--- config.mk ---
export PLATFORM = sky130hd
export DESIGN_NAME = amoSequencer
export DESIGN_NICKNAME = d
export VERILOG_FILES = /design/src/rtl/amoPkg.sv /design/src/rtl/amoSequencer.sv
export SDC_FILE = /design/constraint.sdc
export NUM_CORES = 1
export LEC_CHECK = 0
export BUFFER_PORTS_ARGS = -buffer_cell sky130_fd_sc_hd__buf_2
export CORE_AREA = 2 2 158 160
export CTS_CLUSTER_SIZE = 12
export DETAILED_ROUTE_END_ITERATION = 12
export DIE_AREA = 0 0 160 162
export PLACE_DENSITY = 0.55
export SETUP_SLACK_MARGIN = 0.15
export SLEW_MARGIN = 20
export SYNTH_ARGS = -nofsm -noshare
export SYNTH_HDL_FRONTEND = slang
export SYNTH_SLANG_ARGS = --single-unit
--- constraint.sdc ---
create_clock -name clk -period 3 [get_ports clk]
set_clock_uncertainty 0.1 [all_clocks]
set_input_delay 0.3 -clock clk [delete_from_list [all_inputs] [get_ports clk]]
set_output_delay 0.3 -clock clk [all_outputs]
set_load 0.05 [all_outputs]
--- src/rtl/amoPkg.sv ---
package amoPkg;

	// ==============================
	// Data path
	// ==============================

	// Memory word and operand width
	// The lane split in the ALU assumes 64 bits
	localparam int dataWidth = 64;

	// Result given by the ALU for an op code it does not know
	// This value never reaches memory
	localparam logic [dataWidth-1:0] poisonValue = 64'hDEADDEADDEADDEAD;

	// ==============================
	// Operation encoding
	// ==============================

	// Codes 11 to 15 are unused and flagged as invalid
	typedef enum logic [3:0]
	{
		opSwap = 4'd0,
		opAdd  = 4'd1,
		opAnd  = 4'd2,
		opOr   = 4'd3,
		opXor  = 4'd4,
		// Shift counts are masked to the lane width
		opShl  = 4'd5,
		opShr  = 4'd6,
		// Signed compares
		opMin  = 4'd7,
		opMax  = 4'd8,
		// Unsigned compares
		opMinu = 4'd9,
		opMaxu = 4'd10
	} amoOp;

	// ==============================
	// Lane size encoding
	// ==============================

	// Every operation is applied to each lane on its own
	// A double lane covers the whole word
	typedef enum logic [1:0]
	{
		laneByte   = 2'd0,
		laneHalf   = 2'd1,
		laneWord   = 2'd2,
		laneDouble = 2'd3
	} laneSize;

endpackage

--- src/rtl/amoSequencer.sv ---
module amoSequencer import amoPkg::*;
#(
	parameter int addrWidth = 4
)
(
	input  logic                 clk,
	input  logic                 reset,
	input  logic                 req,
	input  amoOp                 op,
	input  laneSize              size,
	input  logic [addrWidth-1:0] addr,
	input  logic [dataWidth-1:0] operand,
	output logic                 ack,
	output logic [dataWidth-1:0] oldValue,
	output logic                 error,
	output logic [addrWidth-1:0] memAddr,
	output logic                 writeEnable,
	output logic [dataWidth-1:0] writeData,
	input  logic [dataWidth-1:0] readData,
	output amoOp                 aluOp,
	output laneSize              aluSize,
	output logic [dataWidth-1:0] aluB,
	input  logic [dataWidth-1:0] aluResult,
	input  logic                 aluInvalid
);

	typedef enum logic [1:0]
	{
		stateIdle,
		stateRead,
		stateModify,
		stateDone
	} seqState;

	seqState state;

	// Request fields sampled once when the request is accepted
	amoOp                 reqOp;
	laneSize              reqSize;
	logic [addrWidth-1:0] reqAddr;
	logic [dataWidth-1:0] reqOperand;

	// ==============================
	// Control FSM
	// ==============================

	always_ff @(posedge clk)
	begin
		if (reset)
		begin
			state <= stateIdle;
			ack <= 1'b0;
			error <= 1'b0;
		end
		else
		begin
			case (state)
				stateIdle:
					if (req)
						state <= stateRead;
				// Memory registers the old word on this edge
				stateRead:
					state <= stateModify;
				stateModify:
				begin
					ack <= 1'b1;
					error <= aluInvalid;
					state <= stateDone;
				end
				// Hold the response until the requester lets go
				default:
					if (!req)
					begin
						ack <= 1'b0;
						state <= stateIdle;
					end
			endcase
		end
	end

	always_ff @(posedge clk)
	begin
		if (state == stateIdle && req)
		begin
			reqOp <= op;
			reqSize <= size;
			reqAddr <= addr;
			reqOperand <= operand;
		end
		if (state == stateModify)
			oldValue <= readData;
	end

	// ==============================
	// Memory and ALU side
	// ==============================

	assign memAddr = reqAddr;
	assign aluOp = reqOp;
	assign aluSize = reqSize;
	assign aluB = reqOperand;
	assign writeData = aluResult;

	// One write per request and none for an unknown op
	assign writeEnable = (state == stateModify) && !aluInvalid;

	// ==============================
	// Assertions
	// ==============================

	// The write lands while no response is held, one edge before ack rises
	writeBeforeAck: assert property (@(posedge clk) disable iff (reset)
		writeEnable |-> !ack ##1 (ack && !error));

	// A skipped write must be reported as an error
	skipFlagsError: assert property (@(posedge clk) disable iff (reset)
		(state == stateModify && !writeEnable) |=> (ack && error));

	// Under the four-phase rule ack drops only after req has dropped
	ackHeld: assert property (@(posedge clk) disable iff (reset)
		(ack && req) |=> ack);

endmodule

==> metrics.md <==
| Metric | Value |
|---|---|
| Routed wire length | between 15 and 20 mm |
| Fillers | ~2400 |
| Fmax | slightly above 500 MHz |
| Crit Path Max Fanout | 4 |
| Antenna violations before repair | 1 |
| Most frequent cells in the layout | buf_2 (282), dlygate4sd3_1 (139), edfxtp_1 (138) |
| Nets | about 800 |
| Remaining global-route overflow | 0 |
| Status | completed |
| Vias in the first global route | ~3700 |
| Slew Viols, Final | 0 |
| Clk pin slew, worst setup/hold paths | roughly 70 ps |
| DRC | 0 |
| Buffers on Ports | about 280 |
| WP data required | 2600 ps |
| Area Overhead vs Synth | 68.5% |
| Crit path launch type | flip-flop |
| Initial Utilization | 0.203 |
| Hold WC Path Type | input pin to flip-flop |
| Worst-Margin Slew | 479 ps |
| DIE WIDTH | 160 um |
| Seq cells post-synth | between 100 and 150 |
| Worst hold path depth | 3 |
| Final setup TNS | 0 ps |
| Ranking of synthesized cells by area | edfxtp_1 (85%), buf_4 (9.8%), dfxtp_1 (1.6%) |
| Sequential Area | about 4200 um^2 |
| GP Congestion | ~0.77 |
| Number of buffers created by CTS | 17 |
| Die Y | about 160 um |
| Vias | roughly 3400 |
| RSZ-0062 raised after global routing | no |
| All-layer global routing usage | 0.135 |
| Syn Area/Cell | 21.1 um^2 |
| DP Wirelength | 13.5 mm |
| Yosys cell types | 16 |
| Post-synth top area cell | edfxtp_1 |
| Synth Area in Simple Gates | 0.0138 |
| Core Rows | between 50 and 60 |
| Clock Latency Late Sink | 410 ps |
| Syn_nets | 444 |
| Die area | around 26000 um^2 |
| Sequential area share after synthesis | 0.863 |
| WS Path Type | flip-flop to output port |
| CP Capture Type | output port |
| Max Root-Sink Buffers | 2 |
| DRT iter0 DRCs | 161 |
| PnR worst setup slack | 1060 ps |
| Cell area after synthesis | roughly 4900 um^2 |
| Antenna-violating nets left | 0 |
| H-tree depth | 4 |
| Worst slack, placed | 1290 ps |
| Clk Tree Root Cell | clkbuf_16 |
| Leak pwr | 0.00340 uW |
| Largest family of logic cells by synthesized area | buffers and inverters |
| Max-Cap Viols | 0 |
| Fin crit period | 1940 ps |
| Pin count of the biggest net entering global routing | between 70 and 80 |
| Multi-input logic area | around 200 um^2 |
| Core area | roughly 24000 um^2 |
| First-pass GRT wire length | between 20 and 25 mm |
| IO Count | 411 |
| Post-layout util | 0.342 |
| Post-Synth Adder-Cell Area | 0.0153 |
| Hold Fails Final Rpt | 0 |
| Critical path arrival | around 1500 ps |
| Reg2Reg Depth | 5 |
| Mux share of post-synthesis cell area | 0.00204 |
| Yosys top cell area share | 0.846 |
| Post_cts resized | 0 |
| Peak VDD IR | ~0.42 mV |
| Crit share post-route | 0.645 |
| Gate count after technology mapping | 232 |
| Slew margin rel. | 0.681 |
| Sink Count | between 100 and 150 |
| YS warnings | 0 |
| TritonRoute pass-1 iters | 4 |
| Power per Cell Area | ~900 nW/um^2 |
| Final setup vio count | 0 |
| Synth Area in XOR/XNOR | 0 |
| Pwr Total | around 7600 uW |
| Compound-Gate Fraction of Synth Area | 0.00664 |
| Layout cell share with drive strength beyond 1 | 0.511 |
| Commonest non-fill, non-tap cell in the layout | buf_2 |
| Avg Vias per Cell | between 3 and 4 |
| CTS tree | yes |
| Avg WL per Cell | between 15 and 20 um |
worst max-delay path: stages, from the launching register on:
cell and delay (ps):
dfxtp_1 340, inv_1 180, ha_1 210, nor2b_1 130
buf_2 260
sequential cells by signal, indices dropped and copies added, names as in the netlist:
signal and cells:
aluB 64, oldValue 64, memAddr 4, ack 1, aluOp 4, aluSize 2
state 2, error 1
report_power, final:
part | internal [uW] | switching, uW | leakage (uW) | total, uW
registers | 2780 | 117 | 0.00132 | 2900
clock network | 1170 | 927 | 0.000277 | 2100
logic | 556 | 2050 | 0.00180 | 2600
total | 4510 | 3090 | 0.00340 | 7600
what timing repair did:
item / CTS / global route
hold buffers: 139 / 0
endpoints found under the setup margin: 0 / 0
endpoints found under the hold margin: 142 / 0
setup buffers: 0 / 0
synthesized netlist by cell type:
| library cell | instances |
|---|---|
| buf_4 | 64 |
| edfxtp_1 | 138 |
| a21oi_1 | 3 |
| nand2b_1 | 1 |
| inv_1 | 2 |
| nor2b_1 | 3 |
| o21ai_0 | 2 |
| nand2_1 | 1 |
| mux2i_1 | 1 |
| nor2_1 | 3 |
| or4_1 | 1 |
| and2_2 | 1 |
| nor3b_2 | 1 |
| dfxtp_1 | 4 |
| o31ai_1 | 1 |
| ha_1 | 6 |
per-layer routing:
| metal | vias to the layer above | global-route usage | wire [um] |
|---|---|---|---|
| met2 | 267 | 0.252 | 9740 |
| met4 | 0 | 0.0561 | 372 |
| met5 | - | 0 | 0 |
| met3 | 18 | 0.0840 | 2490 |
| met1 | 1589 | 0.114 | 5430 |
| li1 | 1564 | - | - |
final cells by class:
class | instances | area share
Tap cell | 324 | 0.0491
Clock inverter | 14 | 0.0179
Sequential cell | 142 | 0.512
Timing Repair Buffer | 424 | 0.344
Clock buffer | 18 | 0.0520
Inverter | 2 | 0.000910
Antenna cell | 1 | 0.000303
Multi-Input combinational cell | 24 | 0.0241
metrics by stage:
step,cell area [um^2],cells,hold slack [ps]
2_1_floorplan,4900,232,269
3_3_place_gp,6280,777,360
3_5_place_dp,6280,777,377
4_1_cts,8250,948,12.9
5_1_grt,8250,949,35.6
6_report,8250,949,40.0
kinds of logic (layout without fill, tap and decap cells):
group           after synthesis  after routing
compound gates                6              6
buf+inv                      66            458
fa+ha+maj                     6              6
simple gates                 11             11
other cells                   0              1
flops                       142            142
mux                           1              1
worst paths after layout:
kind	end	slack [ps]	from
worst max-delay path	writeEnable	1060	state[0]
worst min-delay path	error	40	aluInvalid
worst max register to register	state[0]	1260	state[0]
worst min register to register	ack	390	ack
(Power assumes the default switching activity.)
