$ cat config.mk
export PLATFORM = sky130hd
export DESIGN_NAME = amoMemory
export DESIGN_NICKNAME = d
export VERILOG_FILES = /design/src/rtl/amoPkg.sv /design/src/rtl/amoMemory.sv
export SDC_FILE = /design/constraint.sdc
export NUM_CORES = 1
export LEC_CHECK = 0
export BUFFER_PORTS_ARGS = -buffer_cell sky130_fd_sc_hd__buf_2
export CAP_MARGIN = 5
export CORE_MARGIN = 1
export CORE_UTILIZATION = 40
export CTS_BUF_LIST = sky130_fd_sc_hd__clkbuf_4 sky130_fd_sc_hd__clkbuf_8
export CTS_CLUSTER_DIAMETER = 150
export DETAILED_ROUTE_END_ITERATION = 7
export SYNTH_ARGS = -nofsm -noshare
export SYNTH_HDL_FRONTEND = slang
export SYNTH_SLANG_ARGS = --single-unit
export TNS_END_PERCENT = 50
$ cat constraint.sdc
create_clock -name clk -period 8.7 [get_ports clk]
set_input_delay 0.435 -clock clk [delete_from_list [all_inputs] [get_ports clk]]
set_output_delay 0.435 -clock clk [all_outputs]
set_load 0.05 [all_outputs]
$ cat src/rtl/amoPkg.sv
package amoPkg;

	// ==============================
	// Data path
	// ==============================

	// Memory word and operand width
	// The lane split in the ALU assumes 64 bits
	localparam int dataWidth = 64;

	// Result given by the ALU for an op code it does not know
	// This value never reaches memory
	localparam logic [dataWidth-1:0] poisonValue = 64'hDEADDEADDEADDEAD;

	// ==============================
	// Operation encoding
	// ==============================

	// Codes 11 to 15 are unused and flagged as invalid
	typedef enum logic [3:0]
	{
		opSwap = 4'd0,
		opAdd  = 4'd1,
		opAnd  = 4'd2,
		opOr   = 4'd3,
		opXor  = 4'd4,
		// Shift counts are masked to the lane width
		opShl  = 4'd5,
		opShr  = 4'd6,
		// Signed compares
		opMin  = 4'd7,
		opMax  = 4'd8,
		// Unsigned compares
		opMinu = 4'd9,
		opMaxu = 4'd10
	} amoOp;

	// ==============================
	// Lane size encoding
	// ==============================

	// Every operation is applied to each lane on its own
	// A double lane covers the whole word
	typedef enum logic [1:0]
	{
		laneByte   = 2'd0,
		laneHalf   = 2'd1,
		laneWord   = 2'd2,
		laneDouble = 2'd3
	} laneSize;

endpackage

$ cat src/rtl/amoMemory.sv
module amoMemory import amoPkg::*;
#(
	parameter int addrWidth = 4
)
(
	input  logic                 clk,
	input  logic [addrWidth-1:0] addr,
	input  logic                 writeEnable,
	input  logic [dataWidth-1:0] writeData,
	output logic [dataWidth-1:0] readData
);

	localparam int depth = 1 << addrWidth;

	logic [dataWidth-1:0] mem [0:depth-1];

	// Registered read on every edge
	// A write to the address being read shows up one access later
	always_ff @(posedge clk)
	begin
		if (writeEnable)
			mem[addr] <= writeData;
		readData <= mem[addr];
	end

endmodule

==> metrics.txt, run 1 <==
reg2reg end readData[15]$_DFF_P_; Synth Flop Type edfxtp_1; CP dominant cell by count buf_4; Ports 134; FF-to-FF Start mem[11][15]$_DFFE_PP_; RSZ-0062 raised after global routing no; Placed Cells 3,010; hold path depth 4; CP Capture Type flip-flop; Die Ht 316 um; sequential share of power 54.6%; Via density about 5.4; fmax 283 MHz; R2R Setup Slk around 7.3 ns; top-count cell post-synth edfxtp_1; average cell area after synthesis 24.0 um2; EDFF count, synth between 1,000 and 1,500; Required @ worst endpoint between 9 and 10 ns; VDD IR max 0.141 mV; post_cts resized 0; Post-DRT Antenna Nets 0; area fraction of the dominant cell type after synthesis 77.8%; first-pass GRT wire length 132 mm; RePlAce Congestion ~0.7; CTS tree built; area delta synth->final 16.2%; Mapped Nets 1,718; Switch Pwr 2420 uW; # Post-CTS Setup Buffers 0; Internal between 8000 and 9000 uW; clk_lat worst skew 0.81 ns; Netlist cell types 18; Buf/Inv on CP 4; count of final setup violators 0; Hold Crit Class in -> reg; CTS Sinks 1,088; CP delay by family, top buffers and inverters; DRT iter0 DRCs 1,476; Initial Util 40.6%; Post-synth ARST share 0%; top cells by area, synth edfxtp_1 (78%), mux4_2 (15%), dfxtp_1 (3.2%); crit path DAT between 4 and 5 ns; measured slew at the worst slew-check pin 1.27 ns; GR Overflow Total 0; Max stage delay on crit path just under 0.9 ns; power share of the clock group 39.5%; Root Driver clkbuf_8; die width 316 um; initial antenna violation count 7; flops & latches, synth between 1,000 and 1,500; WP depth 7; crit-path max FO 52; yosys synthesis warning count 0; max-slew violations 0; layout cell share with drive strength beyond 1 34.5%; Net count, final 2,042; sequential share of the synthesized area 81.1%; Pre-antenna DRT Iters 5; Residual DRC 0; status completed; crit path to readData[13]$_DFF_P_; H-Tree Depth 4; core box area 0.0973 mm2; Cell Area, Synth a little under 0.04 mm2; WL/cell between 20 and 30 um; crit-path cells buf_8 > buf_4 > buf_4 > buf_4 > mux4_2 > a22oi_1 > nand2_1; cells on worst reg2reg path 3; Total GRT Usage 18.4%; switching fraction of total power 22.4%; maximum root-to-sink buffer count 3; Die ar. 0.100 mm2; final WL around 90 mm; crit path kind in -> reg; slew margin rel. 15.0%; largest net degree at the start of global routing 82; Clock Pin Slew Worst Setup and Hold Paths ~0.06 ns; most frequent cells after synthesis edfxtp_1 (1,024), mux4_2 (256), a22oi_1 (128); total CTS buffers ~170; crit path from addr[0]; Post-Layout Cell Count 3,398; vias in the first global route ~20,000; clk_skew 0.0357 ns; Via Count 18,400; setup TNS 0 ns; MaxCap Viol Count 0; LEAKAGE 0.0148 uW; post-synthesis cell count 1,648; power density cells 235 mW/mm2; Critical Path Source Type primary input; Min Clock Period, post-route 3.54 ns; Synth area leader edfxtp_1; final worst-path cycle share 40.7%; highest-delay cell along the critical path buf_4; hpwl dp 43.8 mm; Logic pwr share 5.9%; Rows 114; PortBufs 133; final hold violations 0
[flip-flops by register name, indices dropped and copies added (netlist names)]
signal / cells
readData: 64
mem: 1024
[metrics by stage]
step	setup slack (ns)	instance area [um2]	util, %	hold WS, ns	power, uW
4_1_cts	5.00	45900	47.2	0.210	10900
3_3_place_gp	4.22	41800	43.0	0.651	6620
5_1_grt	4.73	45900	47.2	0.325	11200
2_1_floorplan	2.77	39500	-	0.534	6400
6_report	5.16	45900	47.2	0.313	10800
3_5_place_dp	4.10	41800	43.0	0.661	6640
[worst min path at each step]
stage                                startpoint  slack [ns]                    to
final                                   addr[3]        0.31  readData[46]$_DFF_P_
after global routing                    addr[3]        0.33  readData[46]$_DFF_P_
after detailed placement   mem[15][1]$_DFFE_PP_        0.66   readData[1]$_DFF_P_
after global placement    mem[14][30]$_DFFE_PP_        0.65  readData[30]$_DFF_P_
after CTS                               addr[3]        0.21  readData[46]$_DFF_P_
after floorplan                    writeData[0]        0.53   mem[0][0]$_DFFE_PP_
[repair_timing]
action | CTS | global route
endpoints found under the setup margin | 0 | 0
hold endpoints to repair | 1024 | 0
hold buffers | 64 | 0
[tightest hold or removal path, cell delays in order]
cell     delay [ns]
buf_2          0.20
nor2b_4        0.16
a22oi_1        0.19
nand2_1        0.07
[layout by cell type, fill, tap and decap left out, drive strengths merged]
cell type / instances
a22oi: 128
and2: 1
buf: 171
bufinv: 2
clkbuf: 250
clkinv: 55
clkinvlp: 4
dfxtp: 64
diode: 5
dlygate4sd3: 64
edfxtp: 1024
inv: 8
mux4: 256
nand2: 65
nand2b: 2
nand3: 1
nand3b: 2
nor2: 13
nor2b: 2
nor3: 4
or3b: 1
[power by group through the flow]
stage	clock network [uW]	registers [uW]	logic [uW]
after global routing	4610	5910	679
after floorplan	0	6120	275
after global placement	0	6010	609
after detailed placement	0	6020	621
after CTS	4370	5910	649
final	4270	5900	637
[per-layer routing]
metal  vias to the layer above  track usage [%]  wire length [um]  part of all wire, %
met5                         -                0                34                0.038
met4                         6             6.02              1990                  2.2
met3                       146             3.39              4740                  5.3
met2                       543             30.1             44900                   50
met1                      9947             25.0             38100                   42
li1                       7744                -                 -                    -
[cells by family (layout without fill, tap and decap cells)]
group	after synthesis	after routing	share of synthesized area (%)
buffers and inverters	85	554	0.981
other	0	5	0
AO/OA/AOI/OAI	128	128	2.43
AND/OR/NAND/NOR	91	91	0.943
flip-flops	1088	1088	81.1
multiplexers	256	256	14.6
[layout make-up]
cell class | count | area [um2]
Antenna cell | 5 | 12.5
Clock buffer | 250 | 3030
Clock inverter | 69 | 405
Timing Repair Buffer | 235 | 1610
Multi-Input combinational cell | 475 | 7230
Tap cell | 1276 | 1600
Fill cell | 8013 | 51400
Sequential cell | 1088 | 32000
(Power assumes the default switching activity.)
==> inputs of run 2 (changes only) <==
clock period = 3.2 ns   (was 8.7 ns; I/O delays follow)
==> run 2 against run 1 <==
Register-to-register slack got worse by 5.5 ns. Worst hold slack got worse by 0.20 ns. Cell count rose by 0.38%. Core utilization rose by 0.39 points. Clock skew rose by 0.0071 ns. Worst setup slack got worse by 3.9 ns. Critical path type unchanged. Largest cell class unchanged.
==> metrics.txt, run 2 (synthesized netlist as in run 1, its figures left out) <==
Initial Util 40.6% (unchanged); most frequent cells in the layout edfxtp_1 (1,024), mux4_2 (256), clkbuf_8 (185), buf_2 (131), a22oi_1 (128); Placed Cells 3,027 (+0.56%); Post-DRT Antenna Nets 0 (unchanged); post_cts resized 0 (unchanged); Via density 5.39 (-0.38%); Hold Crit Class in -> reg; setup TNS 0 ns (unchanged); Max stage delay on crit path 0.58 ns (-0.31 ns); CP Capture Type flip-flop; crit-path max FO 80 (+54%); maximum root-to-sink buffer count 3 (unchanged); total CTS buffers 170 (-1.2%); switching fraction of total power 22.2% (-0.19 points); core box area 0.0973 mm2 (unchanged); Buf/Inv on CP 4 (unchanged); crit path DAT 2.64 ns (-1.58 ns); WL/cell 26.4 um (about the same); slew margin rel. 51.7% (+37 points); Worst Hold End readData[22]$_DFF_P_; Post-Layout Cell Count 3,411 (+0.38%); RSZ-0062 raised after global routing no; vias in the first global route 20,100 (+1.8%); Die Ht 316 um (unchanged); Logic pwr share 6.0% (about the same); Net count, final 2,058 (+0.78%); final WL 90.2 mm (+0.41%); Worst Hold Launch addr[0]; Via Count 18,400 (+0.0054%); status completed; Max Used Layer met5; first-pass GRT wire length 133 mm (+0.70%); Ports 134 (unchanged); register area 0.0320 mm2 (unchanged); layout cell share with drive strength beyond 1 35.1% (+0.66 points); Largest register FFs 1,024 (unchanged); Clock Pin Slew Worst Setup and Hold Paths 0.06 ns (about the same); Die ar. 0.100 mm2 (unchanged); FF-to-FF Start mem[9][52]$_DFFE_PP_; WL met2 45.6 mm (+1.5%); crit path kind in -> reg; cells on worst reg2reg path 3 (unchanged); GR Overflow Total 0 (unchanged); biggest registers after layout mem: 1024 flops, readData: 64 flops; Required @ worst endpoint 3.87 ns (-5.52 ns); CTS Sinks 1,088 (unchanged); sequential share of power 54.7% (about the same); # Post-CTS Setup Buffers 0 (unchanged); clk_skew 0.0428 ns (+0.00705 ns); PortBufs 133 (unchanged); Critical Path Source Type primary input; crit-path cells dlygate4sd3_1 > buf_8 > buf_12 > buf_4 > mux4_2 > a22oi_1 > nand2_1; final worst-path cycle share about three fifths; Internal 22,800 uW (+170%); Residual DRC 0 (unchanged); CP delay by family, top buffers and inverters; DRT met1 WL 37.9 mm (-0.58%); Pre-antenna DRT Iters 5 (unchanged); DRT iter0 DRCs 1,614 (+9.3%); clk_lat worst skew 0.82 ns (about the same); largest net degree at the start of global routing 81 (-1.2%); Rows 114 (unchanged); measured slew at the worst slew-check pin 0.724 ns (-0.548 ns); commonest non-fill, non-tap cell in the layout edfxtp_1; final hold violations 0 (unchanged); initial antenna violation count 4 (-3); power density cells 633 mW/mm2 (+170%); H-Tree Depth 4 (unchanged); fmax 507 MHz; hpwl dp 45.5 mm (+3.9%); Top reg by flops mem; Power, Total 29,300 uW (+170%); met3 wire length 5.11 mm (+7.7%); MaxCap Viol Count 0 (unchanged); highest-delay cell along the critical path dlygate4sd3_1; max-slew violations 0 (unchanged); Area after DPL 0.0422 mm2 (+0.93%); RePlAce Congestion 0.689 (-1.9%); Total GRT Usage 18.5% (+0.11 points); Min Clock Period, post-route 1.97 ns; Root Driver clkbuf_8; power share of the clock group 39.3% (-0.2 points); CTS tree built; Switch Pwr 6510 uW (+170%); R2R Setup Slk 1.86 ns (-5.48 ns); # fillers 7,989 (-0.30%); VDD IR max 0.437 mV (+210%); count of final setup violators 0 (unchanged); LEAKAGE 0.0150 uW (+1.1%); multi-input logic area 0.00726 mm2 (+0.35%); reg2reg end readData[52]$_DFF_P_; area delta synth->final 17.2%; hold path depth 4 (unchanged); die width 316 um (unchanged); final non-filler cell area 0.0463 mm2 (+0.83%)
==> run 2: through the flow <==
step	setup slack (ns)	hold slack [ns]	util, %
6_report	1.23	0.108	47.6
5_1_grt	1.14	0.166	47.6
4_1_cts	1.27	0.0710	47.6
3_5_place_dp	0.825	0.534	43.4
3_3_place_gp	0.889	0.515	43.4
2_1_floorplan	-1.03	0.259	-
==> run 2: how the worst max path moves through the flow <==
stage / start / end / slack, ns / cells after the start
6_report: addr[1] / readData[27]$_DFF_P_ / 1.23 / 7
5_1_grt: addr[1] / readData[28]$_DFF_P_ / 1.14 / 7
4_1_cts: addr[1] / readData[27]$_DFF_P_ / 1.27 / 7
3_5_place_dp: addr[0] / mem[9][36]$_DFFE_PP_ / 0.83 / 4
3_3_place_gp: addr[0] / mem[9][36]$_DFFE_PP_ / 0.89 / 4
2_1_floorplan: addr[1] / mem[7][0]$_DFFE_PP_ / -1.03 / 5
==> run 2: cell type report <==
class / instances / area share (%)
antenna: 1 / 0.00540
clock buffer: 256 / 6.65
clock inverter: 62 / 0.762
multi-input combinational: 475 / 15.7
sequential: 1088 / 69.2
tap: 1276 / 3.45
timing repair buffer: 253 / 4.29
==> run 2: what timing repair did <==
item | in CTS | in global routing
endpoints found under the setup margin | 0 | 0
hold buffers | 65 | 0
endpoints found under the hold margin | 1034 | 0
==> run 2: worst register-to-register path: stages (launching register included) <==
cell      delay, ns
edfxtp_1       0.36
mux4_2         0.45
a22oi_1        0.24
nand2_1        0.14
==> run 2: power by group through the flow <==
stage / registers, uW / clock network [uW] / logic, uW
floorplan: 16600 / 0 / 751
detailed placement: 16400 / 0 / 1710
global placement: 16300 / 0 / 1680
finish: 16100 / 11500 / 1760
global route: 16100 / 12500 / 1880
CTS: 16100 / 11800 / 1790
==> run 2: per-layer routing <==
layer / vias to the layer above / track usage, %
met5: - / 0
met4: 6 / 5.31
met3: 130 / 3.68
met2: 571 / 30.7
met1: 9889 / 24.8
li1: 7791 / -
